==> src/cnn_isa_pkg.sv <==
package cnn_isa_pkg;

    // host control and status word
    typedef logic [31:0] ctrl_word_t;

    // decoded field types
    typedef logic [7:0]  opcode_t;
    typedef logic [11:0] chan_size_t;
    typedef logic [8:0]  ofmap_dim_t;
    typedef logic [4:0]  kernel_code_t;

    ///////////////////////////////
    // opcodes
    ///////////////////////////////
    localparam opcode_t OP_COMPUTE      = 8'd87;
    localparam opcode_t OP_WRITE_WEIGHT = 8'd12;
    // decodes as neither compute nor write weight
    localparam opcode_t OP_WRITE_BIAS   = 8'd34;

    ///////////////////////////////
    // field lsb positions
    ///////////////////////////////
    // word 0
    localparam int OPCODE_LSB      = 0;
    localparam int IN_CHAN_LSB     = 8;
    localparam int OUT_CHAN_LSB    = 20;
    // word 1, square map
    localparam int OFMAP_DIM_LSB   = 2;
    // word 2
    localparam int KERNEL_CODE_LSB = 0;

    // status word values
    localparam ctrl_word_t STATUS_WEIGHT_DONE = 32'd1;
    localparam ctrl_word_t STATUS_OUTPUT_DONE = 32'hFFFF_FFFF;

endpackage

==> src/cnn_fsm_pkg.sv <==
package cnn_fsm_pkg;

    // input map row loader
    typedef enum logic [2:0] {
        IFM_IDLE,
        IFM_WAIT_ROW,
        IFM_LOAD_ROW,
        IFM_COMPUTE,
        IFM_WAIT_SLIDE,
        IFM_LOAD_SLIDE
    } ifmaps_state_e;

    // per-filter weight fetch
    typedef enum logic [2:0] {
        WL_IDLE,
        WL_START,
        WL_FETCH_A,
        WL_PAIR_B,
        WL_LOAD
    } weight_state_e;

    // host weight write
    typedef enum logic [1:0] {
        WW_IDLE,
        WW_START,
        WW_WAIT,
        WW_DONE
    } write_state_e;

    // kernel rows, 1 to 5
    typedef logic [2:0] kernel_rows_t;

    // one-hot kernel size codes
    localparam logic [4:0] KSIZE_1 = 5'b00001;
    localparam logic [4:0] KSIZE_2 = 5'b00010;
    localparam logic [4:0] KSIZE_3 = 5'b00100;
    localparam logic [4:0] KSIZE_4 = 5'b01000;
    localparam logic [4:0] KSIZE_5 = 5'b10000;

endpackage

==> src/inst_decode.sv <==
module inst_decode #(
    parameter int MAC_NUM = 256
) (
    input  logic                      clk,
    input  logic                      rst_n,
    input  cnn_isa_pkg::ctrl_word_t   ctrl0_i,
    input  cnn_isa_pkg::ctrl_word_t   ctrl1_i,
    input  cnn_isa_pkg::ctrl_word_t   ctrl2_i,
    output logic                      compute_o,
    output logic                      write_weight_o,
    output logic                      new_inst_o,
    output cnn_fsm_pkg::kernel_rows_t kernel_rows_o,
    output cnn_isa_pkg::chan_size_t   out_channels_o,
    output cnn_isa_pkg::ofmap_dim_t   ofmap_width_o,
    output logic [MAC_NUM-1:0]        mac_enable_o
);

    cnn_isa_pkg::opcode_t      opcode;
    cnn_isa_pkg::chan_size_t   in_channels;
    cnn_isa_pkg::kernel_code_t kernel_code;
    logic                      compute_q;
    logic                      write_weight_q;

    ///////////////////////////////
    // field extraction
    ///////////////////////////////
    assign opcode         = ctrl0_i[cnn_isa_pkg::OPCODE_LSB +: $bits(cnn_isa_pkg::opcode_t)];
    assign in_channels    = ctrl0_i[cnn_isa_pkg::IN_CHAN_LSB +: $bits(cnn_isa_pkg::chan_size_t)];
    assign out_channels_o = ctrl0_i[cnn_isa_pkg::OUT_CHAN_LSB +: $bits(cnn_isa_pkg::chan_size_t)];
    assign ofmap_width_o  = ctrl1_i[cnn_isa_pkg::OFMAP_DIM_LSB +: $bits(cnn_isa_pkg::ofmap_dim_t)];
    assign kernel_code    = ctrl2_i[cnn_isa_pkg::KERNEL_CODE_LSB +:
                                    $bits(cnn_isa_pkg::kernel_code_t)];

    assign compute_o      = (opcode == cnn_isa_pkg::OP_COMPUTE);
    assign write_weight_o = (opcode == cnn_isa_pkg::OP_WRITE_WEIGHT);

    // rising edge of either opcode level
    always_ff @(posedge clk or negedge rst_n) begin
        if (!rst_n) begin
            compute_q      <= 1'b0;
            write_weight_q <= 1'b0;
        end else begin
            compute_q      <= compute_o;
            write_weight_q <= write_weight_o;
        end
    end

    assign new_inst_o = (compute_o && !compute_q) || (write_weight_o && !write_weight_q);

    // non one-hot codes fall back to a single row
    always_comb begin
        case (kernel_code)
            cnn_fsm_pkg::KSIZE_2: kernel_rows_o = 3'd2;
            cnn_fsm_pkg::KSIZE_3: kernel_rows_o = 3'd3;
            cnn_fsm_pkg::KSIZE_4: kernel_rows_o = 3'd4;
            cnn_fsm_pkg::KSIZE_5: kernel_rows_o = 3'd5;
            default:              kernel_rows_o = 3'd1;
        endcase
    end

    // thermometer mask, low lanes first
    always_comb begin
        for (int n = 0; n < MAC_NUM; n++) begin
            mac_enable_o[n] = (n < in_channels);
        end
    end

endmodule

==> src/weight_write_seq.sv <==
module weight_write_seq (
    input  logic clk,
    input  logic rst_n,
    input  logic write_weight_i,
    input  logic write_weight_done_i,
    output logic weight_write_en_o,
    output logic transfer_start_o
);

    cnn_fsm_pkg::write_state_e state;

    // opcode drop returns to idle
    always_ff @(posedge clk or negedge rst_n) begin
        if (!rst_n) begin
            state <= cnn_fsm_pkg::WW_IDLE;
        end else if (!write_weight_i) begin
            state <= cnn_fsm_pkg::WW_IDLE;
        end else begin
            case (state)
                cnn_fsm_pkg::WW_IDLE: begin
                    state <= cnn_fsm_pkg::WW_START;
                end
                cnn_fsm_pkg::WW_START: begin
                    state <= cnn_fsm_pkg::WW_WAIT;
                end
                cnn_fsm_pkg::WW_WAIT: begin
                    if (write_weight_done_i) begin
                        state <= cnn_fsm_pkg::WW_DONE;
                    end
                end
                // held until the opcode changes
                cnn_fsm_pkg::WW_DONE: begin
                    state <= cnn_fsm_pkg::WW_DONE;
                end
                default: begin
                    state <= cnn_fsm_pkg::WW_IDLE;
                end
            endcase
        end
    end

    assign weight_write_en_o = (state != cnn_fsm_pkg::WW_IDLE);
    assign transfer_start_o  = (state == cnn_fsm_pkg::WW_START);

endmodule

==> src/ifmaps_seq.sv <==
module ifmaps_seq (
    input  logic                      clk,
    input  logic                      rst_n,
    input  logic                      compute_i,
    input  logic                      ifmaps_empty_i,
    input  logic                      pass_done_i,
    input  cnn_fsm_pkg::kernel_rows_t kernel_rows_i,
    input  cnn_isa_pkg::ofmap_dim_t   ofmap_width_i,
    output logic                      load_ifmaps_o,
    output logic                      compute_phase_o,
    output logic                      layer_finish_o
);

    cnn_fsm_pkg::ifmaps_state_e state;
    cnn_isa_pkg::ofmap_dim_t    row_cnt;
    cnn_isa_pkg::ofmap_dim_t    col_cnt;
    cnn_fsm_pkg::kernel_rows_t  loaded_cnt;
    logic                       layer_done_q;
    logic                       last_col;
    logic                       last_row;

    assign last_col = (col_cnt == ofmap_width_i - 9'd1);
    assign last_row = (row_cnt == ofmap_width_i - 9'd1);

    ///////////////////////////////
    // row load and slide FSM
    ///////////////////////////////
    always_ff @(posedge clk or negedge rst_n) begin
        if (!rst_n) begin
            state      <= cnn_fsm_pkg::IFM_IDLE;
            row_cnt    <= '0;
            col_cnt    <= '0;
            loaded_cnt <= '0;
        end else if (!compute_i) begin
            state <= cnn_fsm_pkg::IFM_IDLE;
        end else begin
            case (state)
                cnn_fsm_pkg::IFM_IDLE: begin
                    row_cnt    <= '0;
                    col_cnt    <= '0;
                    loaded_cnt <= '0;
                    // one layer per compute opcode
                    if (!layer_done_q) begin
                        state <= cnn_fsm_pkg::IFM_WAIT_ROW;
                    end
                end
                cnn_fsm_pkg::IFM_WAIT_ROW: begin
                    if (!ifmaps_empty_i) begin
                        state <= cnn_fsm_pkg::IFM_LOAD_ROW;
                    end
                end
                cnn_fsm_pkg::IFM_LOAD_ROW: begin
                    loaded_cnt <= loaded_cnt + 3'd1;
                    if (loaded_cnt + 3'd1 == kernel_rows_i) begin
                        state <= cnn_fsm_pkg::IFM_COMPUTE;
                    end else begin
                        state <= cnn_fsm_pkg::IFM_WAIT_ROW;
                    end
                end
                cnn_fsm_pkg::IFM_COMPUTE: begin
                    if (pass_done_i) begin
                        if (last_col && last_row) begin
                            state <= cnn_fsm_pkg::IFM_IDLE;
                        end else if (last_col) begin
                            // next output row needs a fresh window
                            col_cnt    <= '0;
                            row_cnt    <= row_cnt + 9'd1;
                            loaded_cnt <= '0;
                            state      <= cnn_fsm_pkg::IFM_WAIT_ROW;
                        end else begin
                            col_cnt <= col_cnt + 9'd1;
                            state   <= cnn_fsm_pkg::IFM_WAIT_SLIDE;
                        end
                    end
                end
                cnn_fsm_pkg::IFM_WAIT_SLIDE: begin
                    if (!ifmaps_empty_i) begin
                        state <= cnn_fsm_pkg::IFM_LOAD_SLIDE;
                    end
                end
                cnn_fsm_pkg::IFM_LOAD_SLIDE: begin
                    state <= cnn_fsm_pkg::IFM_COMPUTE;
                end
                default: begin
                    state <= cnn_fsm_pkg::IFM_IDLE;
                end
            endcase
        end
    end

    // cleared once the opcode drops
    always_ff @(posedge clk or negedge rst_n) begin
        if (!rst_n) begin
            layer_done_q <= 1'b0;
        end else if (!compute_i) begin
            layer_done_q <= 1'b0;
        end else if (layer_finish_o) begin
            layer_done_q <= 1'b1;
        end
    end

    assign load_ifmaps_o   = (state == cnn_fsm_pkg::IFM_LOAD_ROW) ||
                             (state == cnn_fsm_pkg::IFM_LOAD_SLIDE);
    assign compute_phase_o = (state == cnn_fsm_pkg::IFM_COMPUTE);
    assign layer_finish_o  = compute_phase_o && pass_done_i && last_col && last_row;

endmodule

==> src/weight_load_seq.sv <==
module weight_load_seq (
    input  logic                      clk,
    input  logic                      rst_n,
    input  logic                      compute_i,
    input  logic                      compute_phase_i,
    input  logic                      weight_valid_i,
    input  cnn_fsm_pkg::kernel_rows_t kernel_rows_i,
    input  cnn_isa_pkg::chan_size_t   out_channels_i,
    output logic                      transfer_start_o,
    output logic                      load_weight_preload_o,
    output logic                      load_weight_o,
    output logic                      weight_port_sel_o,
    output logic                      weight_addr_inc1_o,
    output logic                      weight_addr_inc2_o,
    output logic                      pass_done_o
);

    cnn_fsm_pkg::weight_state_e state;
    cnn_fsm_pkg::kernel_rows_t  row_cnt;
    cnn_fsm_pkg::kernel_rows_t  row_next;
    cnn_isa_pkg::chan_size_t    filter_cnt;
    logic                       fetch_a;
    logic                       rows_done;
    logic                       last_filter;

    assign row_next    = row_cnt + 3'd1;
    assign rows_done   = (row_next == kernel_rows_i);
    assign last_filter = (filter_cnt + 12'd1 == out_channels_i);
    // port A word accepted this cycle
    assign fetch_a     = (state == cnn_fsm_pkg::WL_FETCH_A) && weight_valid_i;

    ///////////////////////////////
    // filter loop FSM
    ///////////////////////////////
    always_ff @(posedge clk or negedge rst_n) begin
        if (!rst_n) begin
            state      <= cnn_fsm_pkg::WL_IDLE;
            row_cnt    <= '0;
            filter_cnt <= '0;
        end else if (!compute_i) begin
            state <= cnn_fsm_pkg::WL_IDLE;
        end else begin
            case (state)
                cnn_fsm_pkg::WL_IDLE: begin
                    filter_cnt <= '0;
                    if (compute_phase_i) begin
                        state <= cnn_fsm_pkg::WL_START;
                    end
                end
                cnn_fsm_pkg::WL_START: begin
                    row_cnt <= '0;
                    state   <= cnn_fsm_pkg::WL_FETCH_A;
                end
                cnn_fsm_pkg::WL_FETCH_A: begin
                    if (weight_valid_i) begin
                        row_cnt <= row_next;
                        state   <= rows_done ? cnn_fsm_pkg::WL_LOAD : cnn_fsm_pkg::WL_PAIR_B;
                    end
                end
                // port B row needs no valid wait
                cnn_fsm_pkg::WL_PAIR_B: begin
                    row_cnt <= row_next;
                    state   <= rows_done ? cnn_fsm_pkg::WL_LOAD : cnn_fsm_pkg::WL_FETCH_A;
                end
                cnn_fsm_pkg::WL_LOAD: begin
                    row_cnt    <= '0;
                    filter_cnt <= filter_cnt + 12'd1;
                    state      <= last_filter ? cnn_fsm_pkg::WL_IDLE : cnn_fsm_pkg::WL_FETCH_A;
                end
                default: begin
                    state <= cnn_fsm_pkg::WL_IDLE;
                end
            endcase
        end
    end

    assign transfer_start_o      = (state == cnn_fsm_pkg::WL_START);
    assign weight_port_sel_o     = (state == cnn_fsm_pkg::WL_PAIR_B);
    assign load_weight_preload_o = fetch_a || weight_port_sel_o;
    assign load_weight_o         = (state == cnn_fsm_pkg::WL_LOAD);
    assign pass_done_o           = load_weight_o && last_filter;

    // A+B pair advances by two, a lone final A by one
    assign weight_addr_inc2_o = weight_port_sel_o;
    assign weight_addr_inc1_o = fetch_a && rows_done;

endmodule

==> src/host_status.sv <==
module host_status (
    input  logic                    clk,
    input  logic                    rst_n,
    input  logic                    new_inst_i,
    input  logic                    write_weight_done_i,
    input  logic                    output_done_i,
    input  logic                    layer_finish_i,
    output cnn_isa_pkg::ctrl_word_t status_o,
    output logic                    axis_en_o
);

    ///////////////////////////////
    // status word
    ///////////////////////////////
    always_ff @(posedge clk or negedge rst_n) begin
        if (!rst_n) begin
            status_o <= '0;
        end else if (write_weight_done_i) begin
            status_o <= cnn_isa_pkg::STATUS_WEIGHT_DONE;
        end else if (output_done_i) begin
            status_o <= cnn_isa_pkg::STATUS_OUTPUT_DONE;
        end else if (new_inst_i) begin
            // host sees a cleared word once a new opcode lands
            status_o <= '0;
        end
    end

    // stream enable, open from the opcode edge to the end of the job
    always_ff @(posedge clk or negedge rst_n) begin
        if (!rst_n) begin
            axis_en_o <= 1'b0;
        end else if (layer_finish_i || write_weight_done_i) begin
            axis_en_o <= 1'b0;
        end else if (new_inst_i) begin
            axis_en_o <= 1'b1;
        end
    end

endmodule

==> src/cnn_ctrl_top.sv <==
module cnn_ctrl_top #(
    parameter int MAC_NUM = 256
) (
    input  logic                    clk,
    input  logic                    rst_n,
    input  cnn_isa_pkg::ctrl_word_t ctrl0_i,
    input  cnn_isa_pkg::ctrl_word_t ctrl1_i,
    input  cnn_isa_pkg::ctrl_word_t ctrl2_i,
    input  logic                    weight_valid_i,
    input  logic                    ifmaps_empty_i,
    input  logic                    write_weight_done_i,
    input  logic                    output_done_i,
    output logic                    layer_finish_o,
    output cnn_isa_pkg::ctrl_word_t status_o,
    output logic                    axis_en_o,
    output logic [MAC_NUM-1:0]      mac_enable_o,
    output logic                    load_ifmaps_o,
    output logic                    load_weight_preload_o,
    output logic                    load_weight_o,
    output logic                    weight_port_sel_o,
    output logic                    weight_addr_inc1_o,
    output logic                    weight_addr_inc2_o,
    output logic                    weight_transfer_start_o,
    output logic                    weight_write_en_o
);

    logic                      compute;
    logic                      write_weight;
    logic                      new_inst;
    cnn_fsm_pkg::kernel_rows_t kernel_rows;
    cnn_isa_pkg::chan_size_t   out_channels;
    cnn_isa_pkg::ofmap_dim_t   ofmap_width;
    logic                      compute_phase;
    logic                      pass_done;
    logic                      write_start;
    logic                      fetch_start;

    ///////////////////////////////
    // decode
    ///////////////////////////////
    inst_decode #(
        .MAC_NUM(MAC_NUM)
    ) u_inst_decode (
        .clk           (clk),
        .rst_n         (rst_n),
        .ctrl0_i       (ctrl0_i),
        .ctrl1_i       (ctrl1_i),
        .ctrl2_i       (ctrl2_i),
        .compute_o     (compute),
        .write_weight_o(write_weight),
        .new_inst_o    (new_inst),
        .kernel_rows_o (kernel_rows),
        .out_channels_o(out_channels),
        .ofmap_width_o (ofmap_width),
        .mac_enable_o  (mac_enable_o)
    );

    ///////////////////////////////
    // sequencers
    ///////////////////////////////
    weight_write_seq u_weight_write_seq (
        .clk                (clk),
        .rst_n              (rst_n),
        .write_weight_i     (write_weight),
        .write_weight_done_i(write_weight_done_i),
        .weight_write_en_o  (weight_write_en_o),
        .transfer_start_o   (write_start)
    );

    ifmaps_seq u_ifmaps_seq (
        .clk            (clk),
        .rst_n          (rst_n),
        .compute_i      (compute),
        .ifmaps_empty_i (ifmaps_empty_i),
        .pass_done_i    (pass_done),
        .kernel_rows_i  (kernel_rows),
        .ofmap_width_i  (ofmap_width),
        .load_ifmaps_o  (load_ifmaps_o),
        .compute_phase_o(compute_phase),
        .layer_finish_o (layer_finish_o)
    );

    weight_load_seq u_weight_load_seq (
        .clk                  (clk),
        .rst_n                (rst_n),
        .compute_i            (compute),
        .compute_phase_i      (compute_phase),
        .weight_valid_i       (weight_valid_i),
        .kernel_rows_i        (kernel_rows),
        .out_channels_i       (out_channels),
        .transfer_start_o     (fetch_start),
        .load_weight_preload_o(load_weight_preload_o),
        .load_weight_o        (load_weight_o),
        .weight_port_sel_o    (weight_port_sel_o),
        .weight_addr_inc1_o   (weight_addr_inc1_o),
        .weight_addr_inc2_o   (weight_addr_inc2_o),
        .pass_done_o          (pass_done)
    );

    // both sequencers restart the BRAM address
    assign weight_transfer_start_o = write_start | fetch_start;

    host_status u_host_status (
        .clk                (clk),
        .rst_n              (rst_n),
        .new_inst_i         (new_inst),
        .write_weight_done_i(write_weight_done_i),
        .output_done_i      (output_done_i),
        .layer_finish_i     (layer_finish_o),
        .status_o           (status_o),
        .axis_en_o          (axis_en_o)
    );

endmodule

==> config.mk <==
export PLATFORM = sky130hd
export DESIGN_NAME = cnn_ctrl_top
export DESIGN_NICKNAME = d
export VERILOG_FILES = /design/src/cnn_isa_pkg.sv /design/src/cnn_fsm_pkg.sv /design/src/inst_decode.sv /design/src/weight_write_seq.sv /design/src/ifmaps_seq.sv /design/src/weight_load_seq.sv /design/src/host_status.sv /design/src/cnn_ctrl_top.sv
export SDC_FILE = /design/constraint.sdc
export NUM_CORES = 1
export LEC_CHECK = 0
export ABC_CLOCK_PERIOD_IN_PS = 3380
export BUFFER_PORTS_ARGS = -buffer_cell sky130_fd_sc_hd__buf_2
export CORE_AREA = 5 5 153 155
export DETAILED_ROUTE_END_ITERATION = 16
export DIE_AREA = 0 0 158 160
export REMOVE_ABC_BUFFERS = 1
export SLEW_MARGIN = 20
export SYNTH_ARGS = -nofsm -noshare
export SYNTH_HDL_FRONTEND = slang
export SYNTH_SLANG_ARGS = --single-unit
==> constraint.sdc <==
create_clock -name clk -period 3.38 [get_ports clk]
set_input_delay 0.507 -clock clk [delete_from_list [all_inputs] [get_ports clk]]
set_output_delay 0.507 -clock clk [all_outputs]
set_load 0.1 [all_outputs]
; ---- Word-level counts from Yosys, hierarchy flattened
; Cells that the tools add are included.
[totals]
out_inout_bits = 298
regBits = 80
elab_cells = 386
inputBits = 102
[classes]
bitwise = 1
n_reduce_logical = 33
magnitude_cmp = 256
mux = 42
n_eq_ne = 35
add_sub_neg = 6
[ops]
columns = cell, n
row1 = $lt 8x12->1 const A, 128
row2 = $lt 7x12->1 const A, 64
row3 = $lt 6x12->1 const A, 32
row4 = $lt 5x12->1 const A, 16
row5 = $lt 4x12->1 const A, 8
row6 = $mux 32, 3
row7 = $mux 9, 6
row8 = $lt 3x12->1 const A, 4
row9 = $mux 3, 16
row10 = $pmux 9 s2, 2
row11 = $lt 1x12->1 const A, 2
row12 = $lt 2x12->1 const A, 2
row13 = $pmux 12 s2, 1
row14 = $ne 3x3->1 const B, 7
row15 = $add 9x1->9 const B, 2
row16 = $eq 9x9->1, 2
row17 = $pmux 3 s3, 2
row18 = $pmux 3 s6, 1
row19 = $pmux 3 s5, 1
row20 = $add 12x1->12 const B, 1
row21 = $eq 12x12->1, 1
row22 = $eq 3x2->1 const B, 4
row23 = $pmux 3 s4, 1
row24 = $reduce_and 5->1, 2
row25 = 30 further kinds, 65

; ---- Depth between registers and ports, before layout
[logic_depth]
ltp_word = 8
ltp_mapped = 12
ltp_nobuf = 10

; ---- Hierarchy
; A second synthesis with hierarchy kept.
[unflattened]
cells_unflattened = 955
area_unflattened_um2 = 6364.9
[modules_own_cells]
columns = mod, cells_per_inst, area_per_inst_um2, n_inst
row1 = inst_decode, 506, 2565.0, 1
row2 = ifmaps_seq, 246, 2054.5, 1
row3 = weight_load_seq, 154, 1315.0, 1
row4 = host_status, 41, 340.3, 1
row5 = weight_write_seq, 7, 83.8, 1
row6 = cnn_ctrl_top, 1, 6.3, 1

; ---- Worst setup path after synthesis
; Ideal clock, no wire load.
[synth_timing]
kind = input to output
startpoint = in ctrl0_i[18]
endpoint = out mac_enable_o[86]
cell_stages = 9
arrival_ps = 4290
t_required_ps = 2873
setup_slack_ps = -1417
cell_sequence = nor4_1 inv_1 nor2_1 inv_1 nor2_1 inv_1 o21ai_1 clkbuf_1 a21oi_1
[synth_via]
elab_chain_cells = 1
[synth_lines]
columns = element, line
row1 = start: declaration, cnn_ctrl_top.sv:6  ; input cnn_isa_pkg::ctrl_word_t ctrl0_i,
row2 = $lt 7x12->1, inst_decode.sv:64  ; mac_enable_o[n] = (n < in_channels);
row3 = end: declaration, cnn_ctrl_top.sv:16  ; output logic [MAC_NUM-1:0] mac_enable_o,
; Every way passes these cells.

; ---- Worst setup path after layout
[layout_timing]
startpoint = in ctrl0_i[10]
endpoint = out mac_enable_o[136]
[layout_via]
elab_chain_cells = 1
[layout_lines]
columns = element, line
row1 = $lt 8x12->1, inst_decode.sv:64
; Every way passes these cells.

==> out/results.ini <==
[floorplan]
io_pins=400
coreArea_um2=21700
initial_utilization_pct=26.6
die_w_um=158
fp.dieH_um=160
rows=54
dieArea_um2=25300

[worst_setup_path]
slowest_delay_ns=0.95
criticalPathCategory=in2out
path_common_cell=buf_2
worstPathMaxFanout=15
crit_path_top_delay_cell=nor3_1
cp-end-kind=primary output
crit_chain=buf_2 -> nor3_1 -> nand2b_1 -> a21oi_1 -> buf_2
crit_path_start_kind=input port
worstPathRequired_ns=2.87
worstPathArrival_ns=2.91

[finish]
final_cell_mix=346 x buf_2, 203 x a21oi_1, 80 x buf_4
nNetsFinal=1316
layout_commonest_cell=buf_2
diodes=0
utilization_pct=37.7
drive_gt1_share_pct=38.2
areaGrowthSynthToFinish_pct=41.7
nFillCells=2330

[synth]
synth_top_cell_by_area=dfrtp_1
synth_edf_count=0
synth_area_leaders=dfrtp_1 22%, a21oi_1 18%, o21ai_0 6.7%
synth_seq_cells=50
async_flop_share_pct=100
yosysUniqueCellTypes=67
ys.flop_type=dfrtp_1
synth_area_um2=5770
avgSynthCellArea_um2=6.54
synth_top_area_share_pct=21.7
ys_seq_area_share_pct=21.7
syn_inst=883
yosysWarnings=0

[sta]
slew_headroom_pct=19.5
setup_viol=1
hold_violations=0
fin_skew_ns=0.00333
fmax_mhz=293
timing.setup.tns_ns=-0.0345
maxSlewViolCount=0
holdWs_ns=0.192
fin_crit_ns=3.41
fin_ws_ns=-0.0345
min_period_over_period_pct=101
tightest_slew_ns=1.20

[clock_network]
htree_levels=2
cts_buffers=5
cts_tree=yes
clk_latency_ns=0.29
cts_sinks=50
cts_root_buffer=clkbuf_16
clock_path_buffers=2
clk_pin_slew_ns=0.07

[grt]
antenna_found_initial=1
grt_pass1_wl_um=42300
grt_pass1_vias=7178
grt_overflow_total=0
grt_start_max_net_pins=33
grt_usage_pct=20.7

[detailed_routing]
postRouteAntennaNets=0
drt_first_pass_iters=7
wire_per_inst_um=19.0
routed_via_density=5.36
vias=7985
drt-initial-drc-count=931
drc_errors=0
drt_wl_total_um=28300

[power]
ir_drop_uv=392
p_leak_nw=3.30
finalPower_mw=2.23
p_per_area_nw_per_um2=273

[placement]
hpwlAfterDp_um=22700
io_buffers=349
place.gp.congestion=0.859

[status]
status=complete, but fails checks
violations=negative setup slack

[flow_run]
maxCapViolCount=0

[worst_hold_path]
hold_class=in2async

-- report_power, final --
| group | total [mW] | switching, mW | internal, mW |
|---|---|---|---|
| clock | 0.571 | 0.221 | 0.350 |
| combinational | 1.05 | 0.887 | 0.166 |
| sequential | 0.610 | 0.00919 | 0.601 |
| total | 2.23 | 1.12 | 1.12 |
-- registers in the layout, summed over array words and instances, names as in the netlist --
name / cells
u_inst_decode.compute_q: 1
u_host_status.axis_en_o: 1
u_ifmaps_seq.col_cnt: 9
u_weight_load_seq.filter_cnt: 12
u_weight_load_seq.row_cnt: 3
u_ifmaps_seq.loaded_cnt: 3
u_weight_load_seq.state: 3
u_host_status.status_o: 2
u_ifmaps_seq.state: 3
u_ifmaps_seq.row_cnt: 9
u_weight_write_seq.state: 2
u_inst_decode.write_weight_q: 1
u_ifmaps_seq.layer_done_q: 1
-- cell families (layout without fill, tap and decap cells) --
family,after synthesis,after routing,synth area share [%]
XOR/XNOR,38,38,5.77
AND/OR/NAND/NOR,289,289,25.2
multiplexers,5,5,0.889
flip-flops,50,50,21.7
adder cells (fa/ha/maj),6,6,1.30
buffers and inverters,150,476,12.2
AO/OA/AOI/OAI,345,345,33.0
-- critical path: cells and delay by family --
kind                   cells  cell delay [ns]
AND/OR/NAND/NOR            2             1.68
buffers and inverters      2             0.47
AO/OA/AOI/OAI              1             0.24
-- worst paths after layout --
| check | to | cells past startpoint | start | slack, ns |
|---|---|---|---|---|
| setup / recovery | mac_enable_o[136] | 5 | ctrl0_i[10] | -0.03 |
| hold / removal | u_weight_load_seq.filter_cnt[5]$_DFFE_PN0P_ | 1 | rst_n | 0.19 |
| setup reg to reg | u_ifmaps_seq.col_cnt[8]$_DFFE_PN0P_ | 10 | u_weight_load_seq.filter_cnt[1]$_DFFE_PN0P_ | 0.24 |
| hold reg to reg | u_ifmaps_seq.loaded_cnt[1]$_DFFE_PN0P_ | 1 | u_ifmaps_seq.loaded_cnt[1]$_DFFE_PN0P_ | 0.48 |
| max in group asynchronous | u_ifmaps_seq.row_cnt[4]$_DFFE_PN0P_ | 2 | rst_n | 2.38 |
| min in group clk | u_host_status.status_o[0]$_DFFE_PN0P_ | 2 | output_done_i | 0.42 |
-- Yosys cell counts, types with 2 or more instances --
| library cell | number |
|---|---|
| nor3_1 | 26 |
| or2_2 | 4 |
| o21ai_0 | 77 |
| a21o_1 | 4 |
| buf_6 | 2 |
| clkbuf_1 | 68 |
| dfrtp_1 | 50 |
| xor2_1 | 10 |
| nand3_1 | 21 |
| nor3b_1 | 2 |
| o211ai_1 | 2 |
| mux2i_1 | 4 |
| or4_1 | 9 |
| o221a_2 | 2 |
| or3_1 | 9 |
| a21oi_1 | 203 |
| nand2b_1 | 18 |
| and2_1 | 3 |
| nor2b_1 | 5 |
| buf_4 | 31 |
| nor4b_1 | 2 |
| a31oi_1 | 10 |
| a31o_2 | 2 |
| nor4_1 | 16 |
| nand4_1 | 13 |
| o22ai_1 | 2 |
| and4_1 | 3 |
| a32oi_1 | 2 |
| nand3_2 | 2 |
| and3_1 | 7 |
| o41ai_1 | 5 |
| nand2_1 | 74 |
| xnor2_1 | 28 |
| inv_1 | 38 |
| o21a_1 | 5 |
| o31ai_1 | 6 |
| buf_2 | 7 |
| ha_1 | 6 |
| buf_1 | 3 |
| o21ai_1 | 6 |
| o21bai_1 | 2 |
| a211oi_1 | 2 |
| nor2_1 | 68 |
-- metal layers --
layer	up-vias	global-route usage [%]	wire, um	share of wire [%]
li1	3768	-	-	-
met4	2	5.54	648	2.3
met3	54	3.57	2650	9.3
met1	3734	26.7	11400	40
met2	427	35.6	13600	48
met5	-	0	7	0.025
-- area by class of cell --
type	count	area (um2)	area share (%)
Multi-Input combinational cell	683	3870	47.4
Timing Repair Buffer	430	2390	29.3
Sequential cell	50	1250	15.3
Tap cell	280	350	4.28
Inverter	38	143	1.74
Clock buffer	7	133	1.62
Clock inverter	1	30.0	0.367
-- through the flow --
stage | cell area, um2 | instances | worst slack (ns)
floorplan | 5210 | 771 | -16.19
global placement | 7960 | 1480 | -0.102
detailed placement | 7960 | 1480 | -0.100
CTS | 8140 | 1488 | 0.0246
global route | 8180 | 1489 | -0.0111
finish | 8180 | 1489 | -0.0345
-- timing repair --
item,CTS,global route
pin swaps,0,6
resized for setup,2,11
hold endpoints to repair,0,0
hold buffers,0,0
buffers inserted,0,1
setup endpoints to repair,1,4
cloned,0,0
No activity file was read; power rests on OpenSTA's default activity.
